$ cat src/verilog/isaPkg.sv
package isaPkg;

	localparam int dataWidth = 32;
	localparam int wordAddrWidth = 30; // byte address without bits 1:0
	localparam int regIdxWidth = 5;
	localparam int opWidth = 6;
	localparam int fnWidth = 6;
	localparam int immWidth = 16;

	localparam int opLsb = 26;
	localparam int rsLsb = 21;
	localparam int rtLsb = 16;
	localparam int rdLsb = 11;
	localparam int fnLsb = 0;
	localparam int immLsb = 0;

	typedef logic [regIdxWidth-1:0] regIdx;

	localparam logic [opWidth-1:0] opRtype = 6'd0;
	localparam logic [opWidth-1:0] opBeq = 6'd4;
	localparam logic [opWidth-1:0] opAddi = 6'd8;
	localparam logic [opWidth-1:0] opSlti = 6'd10;
	localparam logic [opWidth-1:0] opAndi = 6'd12;
	localparam logic [opWidth-1:0] opOri = 6'd13;
	localparam logic [opWidth-1:0] opXori = 6'd14;
	localparam logic [opWidth-1:0] opLw = 6'd35;
	localparam logic [opWidth-1:0] opSw = 6'd43;

	localparam logic [fnWidth-1:0] fnAdd = 6'd32;
	localparam logic [fnWidth-1:0] fnSub = 6'd34;
	localparam logic [fnWidth-1:0] fnAnd = 6'd36;
	localparam logic [fnWidth-1:0] fnOr = 6'd37;
	localparam logic [fnWidth-1:0] fnXor = 6'd38;
	localparam logic [fnWidth-1:0] fnNor = 6'd39;
	localparam logic [fnWidth-1:0] fnSlt = 6'd42;

	typedef enum logic [2:0] {
		aluAdd, // zero, so a bubble decodes as add
		aluSub,
		aluAnd,
		aluOr,
		aluXor,
		aluNor,
		aluSlt
	} aluOp;

	localparam logic [dataWidth-1:0] nopWord = '0;

endpackage

$ cat src/verilog/pipePkg.sv
package pipePkg;

	import isaPkg::*;

	// decode to execute
	typedef struct packed {
		logic regWrite;
		logic memRead;
		logic memWrite;
		logic useImm;
		aluOp op;
		regIdx rs;
		regIdx rt; // zero when rt is not a source
		regIdx rd; // zero unless the result is written
		logic [dataWidth-1:0] rsVal;
		logic [dataWidth-1:0] rtVal;
		logic [dataWidth-1:0] imm;
	} idExPayload;

	// execute to memory
	typedef struct packed {
		logic regWrite;
		logic memRead;
		logic memWrite;
		regIdx rd;
		logic [dataWidth-1:0] aluResult;
		logic [dataWidth-1:0] storeData;
	} exMemPayload;

	// memory to writeback
	typedef struct packed {
		logic regWrite;
		regIdx rd;
		logic [dataWidth-1:0] wbData;
	} memWbPayload;

endpackage

$ cat src/verilog/pipeReg.sv
`timescale 1ns/10ps

module pipeReg #(
	parameter type payloadT = logic
) (
	input logic DCACHE_stall,
	input logic rst_n,
	input logic freeze,
	input logic bubble,
	input payloadT d,
	output payloadT q
);

	always_ff @(posedge DCACHE_stall or negedge rst_n) begin
		if (!rst_n) begin
			q <= '0;
		end else if (!freeze) begin
			if (bubble)
				q <= '0; // all-zero payload does nothing
			else
				q <= d;
		end
	end

endmodule

$ cat src/verilog/fetchStage.sv
`timescale 1ns/10ps

module fetchStage import isaPkg::*; #(
	parameter logic [dataWidth-1:0] resetPc = '0
) (
	input logic DCACHE_stall,
	input logic rst_n,
	input logic freeze,
	input logic hazard,
	input logic branchTaken,
	input logic [dataWidth-1:0] branchTarget,
	output logic icacheRen,
	output logic [wordAddrWidth-1:0] icacheAddr, // doubles as the PC
	input logic [dataWidth-1:0] icacheRdata,
	output logic [dataWidth-1:0] instr,
	output logic [dataWidth-1:0] pcPlus4
);

	logic [dataWidth-1:0] pcByte;

	assign pcByte = {icacheAddr, 2'b00};

	always_ff @(posedge DCACHE_stall or negedge rst_n) begin
		if (!rst_n) begin
			icacheRen <= 1'b0;
			icacheAddr <= resetPc[dataWidth-1:2];
			instr <= nopWord;
			pcPlus4 <= '0;
		end else begin
			icacheRen <= 1'b1;
			if (!freeze && !hazard) begin
				if (branchTaken) begin
					icacheAddr <= branchTarget[dataWidth-1:2];
					instr <= nopWord; // squash the slot behind beq
				end else begin
					icacheAddr <= icacheAddr + 1'b1;
					instr <= icacheRdata;
					pcPlus4 <= pcByte + 32'd4;
				end
			end
		end
	end

endmodule

$ cat src/verilog/decodeStage.sv
`timescale 1ns/10ps

module decodeStage import isaPkg::*, pipePkg::*; (
	input logic [dataWidth-1:0] instr,
	input logic [dataWidth-1:0] pcPlus4,
	output regIdx rsAddr,
	output regIdx rtAddr,
	input logic [dataWidth-1:0] rsData,
	input logic [dataWidth-1:0] rtData,
	input regIdx exRd,
	input logic exMemRead,
	input regIdx memRd,
	output logic hazard,
	output logic branchTaken,
	output logic [dataWidth-1:0] branchTarget,
	output idExPayload idEx
);

	logic [opWidth-1:0] opcode;
	logic [fnWidth-1:0] funct;
	logic [immWidth-1:0] immField;
	regIdx rdField;
	logic regWrite;
	logic memRead;
	logic memWrite;
	logic useImm;
	logic signExt;
	logic usesRt;
	logic writesRd;
	logic isBeq;
	aluOp op;
	logic [dataWidth-1:0] immExt;
	logic loadUse;
	logic branchWait;

	function automatic logic hits(input regIdx dst, input regIdx src);
		return (dst != '0) && (dst == src);
	endfunction

	assign opcode = instr[opLsb +: opWidth];
	assign rsAddr = instr[rsLsb +: regIdxWidth];
	assign rtAddr = instr[rtLsb +: regIdxWidth];
	assign rdField = instr[rdLsb +: regIdxWidth];
	assign funct = instr[fnLsb +: fnWidth];
	assign immField = instr[immLsb +: immWidth];

	always_comb begin
		regWrite = 1'b0;
		memRead = 1'b0;
		memWrite = 1'b0;
		useImm = 1'b0;
		signExt = 1'b0;
		usesRt = 1'b0;
		writesRd = 1'b0;
		isBeq = 1'b0;
		op = aluAdd;
		case (opcode)
			opRtype: begin
				regWrite = 1'b1;
				usesRt = 1'b1;
				writesRd = 1'b1;
				case (funct)
					fnAdd: op = aluAdd;
					fnSub: op = aluSub;
					fnAnd: op = aluAnd;
					fnOr: op = aluOr;
					fnXor: op = aluXor;
					fnNor: op = aluNor;
					fnSlt: op = aluSlt;
					default: regWrite = 1'b0; // nop and unsupported funct
				endcase
			end
			opLw: begin
				regWrite = 1'b1;
				memRead = 1'b1;
				useImm = 1'b1;
				signExt = 1'b1;
			end
			opSw: begin
				memWrite = 1'b1;
				useImm = 1'b1;
				signExt = 1'b1;
				usesRt = 1'b1; // store data
			end
			opBeq: begin
				isBeq = 1'b1;
				usesRt = 1'b1;
				signExt = 1'b1;
			end
			opAddi: begin
				regWrite = 1'b1;
				useImm = 1'b1;
				signExt = 1'b1;
			end
			opSlti: begin
				regWrite = 1'b1;
				useImm = 1'b1;
				signExt = 1'b1;
				op = aluSlt;
			end
			opAndi: begin
				regWrite = 1'b1;
				useImm = 1'b1;
				op = aluAnd;
			end
			opOri: begin
				regWrite = 1'b1;
				useImm = 1'b1;
				op = aluOr;
			end
			opXori: begin
				regWrite = 1'b1;
				useImm = 1'b1;
				op = aluXor;
			end
			default: op = aluAdd;
		endcase
	end

	assign immExt = {{(dataWidth-immWidth){signExt & immField[immWidth-1]}}, immField};

	// lw in execute feeding this instruction
	assign loadUse = exMemRead && (hits(exRd, rsAddr) || (usesRt && hits(exRd, rtAddr)));
	// beq compares in decode, so wait for results still in execute or memory
	assign branchWait = isBeq && (hits(exRd, rsAddr) || hits(exRd, rtAddr) ||
		hits(memRd, rsAddr) || hits(memRd, rtAddr));
	assign hazard = loadUse | branchWait;

	assign branchTaken = isBeq && !hazard && (rsData == rtData);
	assign branchTarget = pcPlus4 + {immExt[dataWidth-3:0], 2'b00};

	always_comb begin
		idEx.regWrite = regWrite;
		idEx.memRead = memRead;
		idEx.memWrite = memWrite;
		idEx.useImm = useImm;
		idEx.op = op;
		idEx.rs = rsAddr;
		idEx.rt = usesRt ? rtAddr : '0;
		idEx.rd = !regWrite ? '0 : (writesRd ? rdField : rtAddr);
		idEx.rsVal = rsData;
		idEx.rtVal = rtData;
		idEx.imm = immExt;
	end

endmodule

$ cat src/verilog/regFile.sv
`timescale 1ns/10ps

module regFile import isaPkg::*; (
	input logic DCACHE_stall,
	input logic rst_n,
	input logic freeze,
	input regIdx rsAddr,
	input regIdx rtAddr,
	output logic [dataWidth-1:0] rsData,
	output logic [dataWidth-1:0] rtData,
	input logic wbRegWrite,
	input regIdx wbRd,
	input logic [dataWidth-1:0] wbData
);

	localparam int numRegs = 2 ** regIdxWidth;

	logic [dataWidth-1:0] regs [numRegs];

	// writeback lands in the same cycle the read sees it
	function automatic logic [dataWidth-1:0] readPort(input regIdx addr);
		if (addr == '0)
			return '0;
		else if (wbRegWrite && wbRd == addr)
			return wbData;
		else
			return regs[addr];
	endfunction

	always_comb begin
		rsData = readPort(rsAddr);
		rtData = readPort(rtAddr);
	end

	always_ff @(posedge DCACHE_stall or negedge rst_n) begin
		if (!rst_n) begin
			for (int i = 0; i < numRegs; i++)
				regs[i] <= '0;
		end else if (!freeze && wbRegWrite && wbRd != '0) begin
			regs[wbRd] <= wbData; // r0 never written
		end
	end

endmodule

$ cat src/verilog/executeStage.sv
`timescale 1ns/10ps

module executeStage import isaPkg::*, pipePkg::*; (
	input idExPayload ex,
	input regIdx memRd,
	input logic memRegWrite,
	input logic [dataWidth-1:0] memWbData,
	input regIdx wbRd,
	input logic wbRegWrite,
	input logic [dataWidth-1:0] wbData,
	output exMemPayload exMem
);

	logic [dataWidth-1:0] opA;
	logic [dataWidth-1:0] rtFwd;
	logic [dataWidth-1:0] opB;
	logic [dataWidth-1:0] result;

	// memory stage is newer than writeback, so it wins
	function automatic logic [dataWidth-1:0] forwardSrc(
		input regIdx src,
		input logic [dataWidth-1:0] own
	);
		if (src != '0 && memRegWrite && memRd == src)
			return memWbData;
		else if (src != '0 && wbRegWrite && wbRd == src)
			return wbData;
		else
			return own;
	endfunction

	always_comb begin
		opA = forwardSrc(ex.rs, ex.rsVal);
		rtFwd = forwardSrc(ex.rt, ex.rtVal);
		opB = ex.useImm ? ex.imm : rtFwd;
		case (ex.op)
			aluAdd: result = opA + opB;
			aluSub: result = opA - opB;
			aluAnd: result = opA & opB;
			aluOr: result = opA | opB;
			aluXor: result = opA ^ opB;
			aluNor: result = ~(opA | opB);
			aluSlt: result = {{(dataWidth-1){1'b0}}, opA < opB}; // unsigned compare
			default: result = opA + opB;
		endcase
	end

	always_comb begin
		exMem.regWrite = ex.regWrite;
		exMem.memRead = ex.memRead;
		exMem.memWrite = ex.memWrite;
		exMem.rd = ex.rd;
		exMem.aluResult = result; // also the load/store address
		exMem.storeData = rtFwd;
	end

endmodule

$ cat src/verilog/mipsPipeline.sv
`timescale 1ns/10ps

module mipsPipeline import isaPkg::*, pipePkg::*; #(
	parameter logic [dataWidth-1:0] resetPc = '0
) (
	input logic DCACHE_stall, // core clock
	input logic rst_n,
	output logic icacheRen,
	output logic [wordAddrWidth-1:0] icacheAddr,
	input logic [dataWidth-1:0] icacheRdata,
	input logic icacheStall,
	output logic dcacheRen,
	output logic dcacheWen,
	output logic [wordAddrWidth-1:0] dcacheAddr,
	output logic [dataWidth-1:0] dcacheWdata,
	input logic [dataWidth-1:0] dcacheRdata,
	input logic dcacheStall
);

	logic freeze;
	logic hazard;
	logic branchTaken;
	logic [dataWidth-1:0] branchTarget;
	logic [dataWidth-1:0] instr;
	logic [dataWidth-1:0] pcPlus4;
	regIdx rsAddr;
	regIdx rtAddr;
	logic [dataWidth-1:0] rsData;
	logic [dataWidth-1:0] rtData;
	idExPayload idExD;
	idExPayload idExQ;
	exMemPayload exMemD;
	exMemPayload exMemQ;
	memWbPayload memWbD;
	memWbPayload memWbQ;
	logic [dataWidth-1:0] memWbData;

	assign freeze = icacheStall | dcacheStall; // whole core holds

	fetchStage #(
		.resetPc(resetPc)
	) fetch (
		.DCACHE_stall(DCACHE_stall),
		.rst_n(rst_n),
		.freeze(freeze),
		.hazard(hazard),
		.branchTaken(branchTaken),
		.branchTarget(branchTarget),
		.icacheRen(icacheRen),
		.icacheAddr(icacheAddr),
		.icacheRdata(icacheRdata),
		.instr(instr),
		.pcPlus4(pcPlus4)
	);

	decodeStage decode (
		.instr(instr),
		.pcPlus4(pcPlus4),
		.rsAddr(rsAddr),
		.rtAddr(rtAddr),
		.rsData(rsData),
		.rtData(rtData),
		.exRd(idExQ.rd),
		.exMemRead(idExQ.memRead),
		.memRd(exMemQ.rd),
		.hazard(hazard),
		.branchTaken(branchTaken),
		.branchTarget(branchTarget),
		.idEx(idExD)
	);

	regFile regs (
		.DCACHE_stall(DCACHE_stall),
		.rst_n(rst_n),
		.freeze(freeze),
		.rsAddr(rsAddr),
		.rtAddr(rtAddr),
		.rsData(rsData),
		.rtData(rtData),
		.wbRegWrite(memWbQ.regWrite),
		.wbRd(memWbQ.rd),
		.wbData(memWbQ.wbData)
	);

	pipeReg #(.payloadT(idExPayload)) idEx (
		.DCACHE_stall(DCACHE_stall),
		.rst_n(rst_n),
		.freeze(freeze),
		.bubble(hazard), // interlock bubble
		.d(idExD),
		.q(idExQ)
	);

	executeStage execute (
		.ex(idExQ),
		.memRd(exMemQ.rd),
		.memRegWrite(exMemQ.regWrite),
		.memWbData(memWbData),
		.wbRd(memWbQ.rd),
		.wbRegWrite(memWbQ.regWrite),
		.wbData(memWbQ.wbData),
		.exMem(exMemD)
	);

	pipeReg #(.payloadT(exMemPayload)) exMem (
		.DCACHE_stall(DCACHE_stall),
		.rst_n(rst_n),
		.freeze(freeze),
		.bubble(1'b0),
		.d(exMemD),
		.q(exMemQ)
	);

	assign dcacheRen = exMemQ.memRead;
	assign dcacheWen = exMemQ.memWrite;
	assign dcacheAddr = exMemQ.aluResult[dataWidth-1:2];
	assign dcacheWdata = exMemQ.storeData;

	assign memWbData = exMemQ.memRead ? dcacheRdata : exMemQ.aluResult;
	assign memWbD = '{regWrite: exMemQ.regWrite, rd: exMemQ.rd, wbData: memWbData};

	pipeReg #(.payloadT(memWbPayload)) memWb (
		.DCACHE_stall(DCACHE_stall),
		.rst_n(rst_n),
		.freeze(freeze),
		.bubble(1'b0),
		.d(memWbD),
		.q(memWbQ)
	);

endmodule

$ cat config.mk
export PLATFORM = sky130hd
export DESIGN_NAME = mipsPipeline
export DESIGN_NICKNAME = d
export VERILOG_FILES = /design/src/verilog/isaPkg.sv /design/src/verilog/pipePkg.sv /design/src/verilog/pipeReg.sv /design/src/verilog/fetchStage.sv /design/src/verilog/decodeStage.sv /design/src/verilog/regFile.sv /design/src/verilog/executeStage.sv /design/src/verilog/mipsPipeline.sv
export SDC_FILE = /design/constraint.sdc
export NUM_CORES = 2
export LEC_CHECK = 0
export ABC_AREA = 1
export BUFFER_PORTS_ARGS = -buffer_cell sky130_fd_sc_hd__buf_2
export CAP_MARGIN = 25
export CORE_ASPECT_RATIO = 1.2
export CORE_MARGIN = 2
export CORE_UTILIZATION = 32
export CTS_CLUSTER_SIZE = 28
export DETAILED_ROUTE_END_ITERATION = 10
export PLACE_DENSITY = 0.42
export REMOVE_ABC_BUFFERS = 1
export SETUP_SLACK_MARGIN = 0.3
export SYNTH_ARGS = -nofsm -noshare
export SYNTH_HDL_FRONTEND = slang
export SYNTH_SLANG_ARGS = --single-unit
$ cat constraint.sdc
create_clock -name DCACHE_stall -period 12.5 [get_ports DCACHE_stall]
set_clock_uncertainty 0.15 [all_clocks]
set_input_delay 1.25 -clock DCACHE_stall [delete_from_list [all_inputs] [get_ports DCACHE_stall]]
set_output_delay 1.25 -clock DCACHE_stall [all_outputs]
set_load 0.02 [all_outputs]
# == Word level (Yosys, flattened, before mapping) ==
# Index checks and enable logic that the tools add are counted.
# totals
wordCells,189
inputBits,68
out_inout_bits,95
mem_bits_ro,0
reg_bits,1347
latchBits,0
ram_bits,0
mem_count,0
# classes
n_shift,0
n_mux,37
mul,0
bitwise,11
reduce_logical,43
add_sub_neg,5
div_mod_pow,0
order_cmp,5
eq_ne,32
# ops
operator,count
1024-bit bitwise mux,1
32-bit two-way mux,16
32-bit binary-select mux with 5-bit select,2
32-bit one-hot mux with 6 select lines,1
32-bit demux with 5-bit select,1
118-bit two-way mux,1
32-bit adder,2
"6-bit equality test, second input constant",9
5-bit equality test,10
"32-bit by 3-bit adder with 32-bit output, second input constant",1
32-bit bitwise AND,1
32-bit equality test,1
32-bit less-than comparator,1
32-bit NOT,1
32-bit OR,1
32-bit subtractor,1
32-bit XOR,1
"30-bit by 1-bit adder with 30-bit output, second input constant",1
"6-bit by 4-bit equality test with 1-bit output, second input constant",5
30-bit two-way mux,1
5-bit nonzero test,5
1-bit logical AND,23
"6-bit >= comparator, second input constant",3
5-bit NOT with 6-bit output,3
22 further kinds,41

# == Logic depth before layout (Yosys ltp) ==
# depth
ltp_word,12
depth_mapped,32
mapped_depth_nobuf,30

# == Hierarchy ==
# From an unflattened synthesis, not the netlist that was laid out.
# unflattened
hier_cells,12412
hier_area_um2,84310.9
# modules_own_cells
mod,seq_area_each_um2,cells_per_inst,area_per_inst_um2,instances
regFile,25624.6,8458,58546.2,1
executeStage,0.0,1600,8205.4,1
pipeReg at idEx,2952.8,498,4433.0,1
fetchStage,2327.2,531,4403.0,1
decodeStage,0.0,754,4055.1,1
pipeReg at exMem,1801.7,304,2725.1,1
pipeReg at memWb,950.9,161,1441.4,1
mipsPipeline,0.0,106,501.7,1

# == Worst setup path before layout ==
# Ideal clock, no wire load.
# synth_timing
path_kind,in2reg
from,in dcacheRdata[0]
to,reg exMem.q[54] in the netlist's numbering
path_stages,22
arrival_time_ns,4.342
path_buffers,0
required_ns,12.232
slack_ns,7.890
path_cell_list,or2_2 o21ai_0 inv_1 o21ai_0 nand2_1 o21ai_0 inv_1 ha_1 fa_1 o21ai_0 nand2_1 nand3_1 nand2_1 nand2_1 a21boi_0 o21ai_0 a21oi_1 or2_2 nand3_1 nand4_1 nand3_1 nand2_1
# synth_between
elab_chain_len,5
elab_cells_between_ends,7
# synth_lines
item,line,text
from (decl),mipsPipeline.sv:16,"input logic [dataWidth-1:0] dcacheRdata,"
32-bit two-way mux (*),mipsPipeline.sv:119,assign memWbData = exMemQ.memRead ? dcacheRdata : exMemQ.aluResult;
32-bit two-way mux,executeStage.sv:24,if (src != '0 && memRegWrite && memRd == src)
32-bit two-way mux,executeStage.sv:35,opB = ex.useImm ? ex.imm : rtFwd;
32-bit adder or 32-bit subtractor (tied branches),"executeStage.sv:37, executeStage.sv:44, executeStage.sv:38",
32-bit one-hot mux with 6 select lines (*),executeStage.sv:36,case (ex.op)
to (signal assigned),pipeReg.sv:16,q <= '0;
to (signal assigned),pipeReg.sv:19,q <= '0;
to (signal assigned),pipeReg.sv:21,q <= d;
to (decl),pipeReg.sv:11,output payloadT q
# Mark *: on every way between the ends. The rest lies on a longest branch, timed or not.
# A chain may end at the register's enable or synchronous reset.

# == Worst setup path after layout ==
# layout_timing
from,reg fetch.instr[23]
to,reg fetch.icacheAddr[2]
# layout_between
elab_chain_len,11
elab_cells_between_ends,26
# layout_lines
item,line,text
from (decl),fetchStage.sv:15,"output logic [dataWidth-1:0] instr,"
from (signal assigned),fetchStage.sv:27,instr <= nopWord;
from (signal assigned),fetchStage.sv:34,instr <= nopWord;
from (signal assigned),fetchStage.sv:37,instr <= icacheRdata;
"parallel branches: the longest is 11 deep, another holds 32-bit binary-select mux with 5-bit select",-,
to (signal assigned),fetchStage.sv:26,icacheAddr <= resetPc[dataWidth-1:2];
to (signal assigned),fetchStage.sv:33,icacheAddr <= branchTarget[dataWidth-1:2];
to (signal assigned),fetchStage.sv:36,icacheAddr <= icacheAddr + 1'b1;
to (decl),fetchStage.sv:13,"output logic [wordAddrWidth-1:0] icacheAddr,"
# Parallel ways; which one is timed is not known. The select of a mux whose other input is x is not followed.

==> impl_metrics.py <==
metrics = {
    "cells_and_area": {
        "nets": 11300,
        "fin_area_um2": 88500,
        "utilization_pct": 35.4,
        "drive_above_1_share_pct": 6.64,
        "stdcell_count": 14500,
        "layout_commonest_cell": "nand2_1",
        "most-common-layout-cells": "3,631 x nand2_1, 1,675 x o21ai_0, 1,318 x dfrtp_1",
        "area_growth_pct": 10.2,
    },
    "worst_setup_path": {
        "cp_max_fo": 64,
        "r2r_end": "fetch.icacheAddr[2]",
        "r2r_cells": 20,
        "cp_common_cell": "nand2_1",
        "critPathKind": "reg2reg",
        "endpoint_kind": "register",
        "r2r_start": "fetch.instr[23]",
        "r2r_setup_slack_ns": 5.35,
        "path_cells": "inv_4 -> nand2_2 -> nor2_4 -> buf_4 -> inv_2 -> nor3_2 -> inv_2 -> o21ai_1 -> a21oi_1 -> nand2_1 -> nand2_1 -> nor2_1 -> nand2_1 -> nor2_1 -> nand2_1 -> nor2_4 -> nand2_8 -> nand2_4 -> nand3_1 -> nand2_1",
        "required_ns": 13.12,
        "worst_ep_arrival_time_ns": 7.77,
        "start_kind": "register",
        "cpMaxStageDelayCell": "nor2_4",
        "slowest_delay_ns": 0.81,
    },
    "clock_network": {
        "path_clk_slew_ns": 0.06,
        "cts_tree": "done",
        "numCtsBuffers": 169,
        "h-tree-depth": 4,
        "postCtsSetupRepairBufs": 0,
        "clock-sinks": 1330,
        "cts-resized-gates": 0,
        "hold_buffers": 0,
        "root_buffer": "clkbuf_16",
        "clock_path_buffers": 4,
        "clock_latency_ns": 0.86,
    },
    "synth": {
        "synthDistinctLibCells": 65,
        "ys_ff_latch": 1330,
        "synth_area_um2": 80300,
        "yosysSeqAreaShare_pct": 41.4,
        "synth_flop_cell": "dfrtp_1",
        "ys_async_sr_fraction_pct": 100,
        "postSynthAreaPerCell_um2": 6.98,
        "synthCells": 11500,
        "yosys_warnings": 0,
        "synth_edf_count": 0,
    },
    "status": {
        "status": "finished clean",
    },
    "detailed_routing": {
        "totalWireLength_um": 382000,
        "drt-pass1-iter-count": 6,
        "drt_iter0_drc": 8293,
        "post-route-drc-count": 0,
        "wire_per_inst_um": 26.3,
        "vias_per_cell": 5.45,
        "via_count": 79400,
        "ant_nets": 0,
    },
    "floorplan": {
        "rows": 201,
        "die_area_um2": 255000,
        "die_x_um": 461,
        "start_util_pct": 32.2,
        "die_y_um": 553,
        "ioPinCount": 163,
        "core_um2": 250000,
    },
    "power": {
        "comb_power_share_pct": 34.1,
        "internal_power_mw": 8.84,
        "p_seq_share_pct": 33.1,
        "peakVddDrop_v": 0.000102,
        "clock_power_share_pct": 32.8,
        "p_total_mw": 15.2,
        "p_leak_nw": 40.6,
        "switching_share_pct": 42.0,
        "pwr_density_cell_nw_per_um2": 172,
        "switching_power_mw": 6.41,
    },
    "global_route": {
        "grt_pass1_vias": 76400,
        "track_usage_pct": 29.4,
        "antenna_found_initial": 19,
        "grt_overflow": 0,
        "grt_pass1_wl_um": 553000,
        "grt_max_degree": 184,
    },
    "sta": {
        "hold_viol_final": 0,
        "setup_viol": 0,
        "slew_viol_final": 0,
        "tightest_slew_ns": 1.17,
        "clock.fmax_mhz": 140,
        "rsz0062_at_grt": "false",
        "relSlewSlack_pct": 21.8,
        "fin_crit_sh_pct": 57.2,
        "min_period_ns": 7.15,
    },
    "worst_hold_path": {
        "hp-class": "in2async",
    },
    "place": {
        "portBuffers": 162,
        "placed_area_um2": 83000,
        "dp_cells": 14200,
        "dp_hpwl_um": 231000,
        "globalplace.congestion": 0.908,
    },
    "flow_run": {
        "maxCapViolCount": 0,
    },
}
kinds of logic after synthesis:
| family | share of synthesized area, % |
|---|---|
| xor gates and xnor gates | 1.02 |
| adders and majority gates | 2.04 |
| DFF | 41.4 |
| other | 0.00467 |
| muxes | 0.0748 |
| AOI/OAI and AO/OA | 18.4 |
| and+or+nand+nor | 27.3 |
| buffers and inverters | 9.69 |
synthesized netlist by cell type (64+ instances only):
cell      number  area share (%)
buf_4         85            0.79
nor2_1       447             2.1
dfrtp_1     1330              41
xor2_1        64            0.70
inv_1        870             4.1
buf_2        327             2.0
nand3_1     1118             7.0
o211ai_1     325             3.0
nand2_1     3666              17
clkbuf_1     497             2.3
a21oi_1      512             3.2
o21ai_0     1682              10
ha_1         126             2.0
sequential cells by signal (all words and copies together), names as in the netlist:
signal	flops
regs.regs	1024
idEx.q	103
fetch.icacheAddr	30
fetch.icacheRen	1
fetch.pcPlus4	30
exMem.q	72
memWb.q	38
fetch.instr	32
layer usage:
layer	GRT usage [%]	vias to the layer above	wire, um
met5	0	-	66
met4	13.7	10	20300
met3	4.02	709	23700
met2	47.1	3078	174000
met1	39.2	38900	164000
li1	-	36700	-
worst max-delay path by stage:
stage	start	to	slack [ns]	cells past startpoint
2_1_floorplan	fetch.instr[21]	fetch.pcPlus4[31]	-12.85	14
3_3_place_gp	fetch.instr[16]	fetch.icacheAddr[2]	5.61	22
3_5_place_dp	fetch.instr[23]	fetch.icacheAddr[2]	5.57	20
4_1_cts	fetch.instr[23]	fetch.icacheAddr[2]	5.52	20
5_1_grt	fetch.instr[16]	fetch.icacheAddr[2]	5.22	24
6_report	fetch.instr[23]	fetch.icacheAddr[2]	5.35	20
per-stage QoR:
| step | setup TNS [ns] | hold WS (ns) | worst slack [ns] |
|---|---|---|---|
| detailed placement | 0 | 0.216 | 5.57 |
| floorplan | -2340.64 | 0.204 | -12.85 |
| global placement | 0 | 0.215 | 5.61 |
| CTS | 0 | 0.200 | 5.52 |
| finish | 0 | 0.127 | 5.35 |
| global route | 0 | 0.209 | 5.22 |
critical path, delay by kind of cell, from the launching register on:
kind / cells / cell delay [ns]
flip-flops: 1 / 0.48
buffers and inverters: 4 / 1.72
AO/OA/AOI/OAI: 2 / 0.35
AND/OR/NAND/NOR: 14 / 4.15
layout make-up:
class	count	area, um2
clock inverters	49	526
diodes	6	15.0
fillers	26600	161000
repair buffers	361	2590
well taps	3349	4190
inverters	893	3400
clock buffers	245	4910
flip-flops and latches	1330	33300
multi-input cells	8316	39600
power by group through the flow:
stage / clock (mW) / combinational (mW) / sequential, mW
2_1_floorplan: 0 / 2.97 / 5.15
3_3_place_gp: 0 / 5.09 / 5.11
3_5_place_dp: 0 / 5.13 / 5.11
4_1_cts: 5.11 / 5.15 / 5.03
5_1_grt: 5.27 / 5.66 / 5.07
6_report: 5.00 / 5.20 / 5.05
Note: power is estimated with default switching activity, not from simulation.
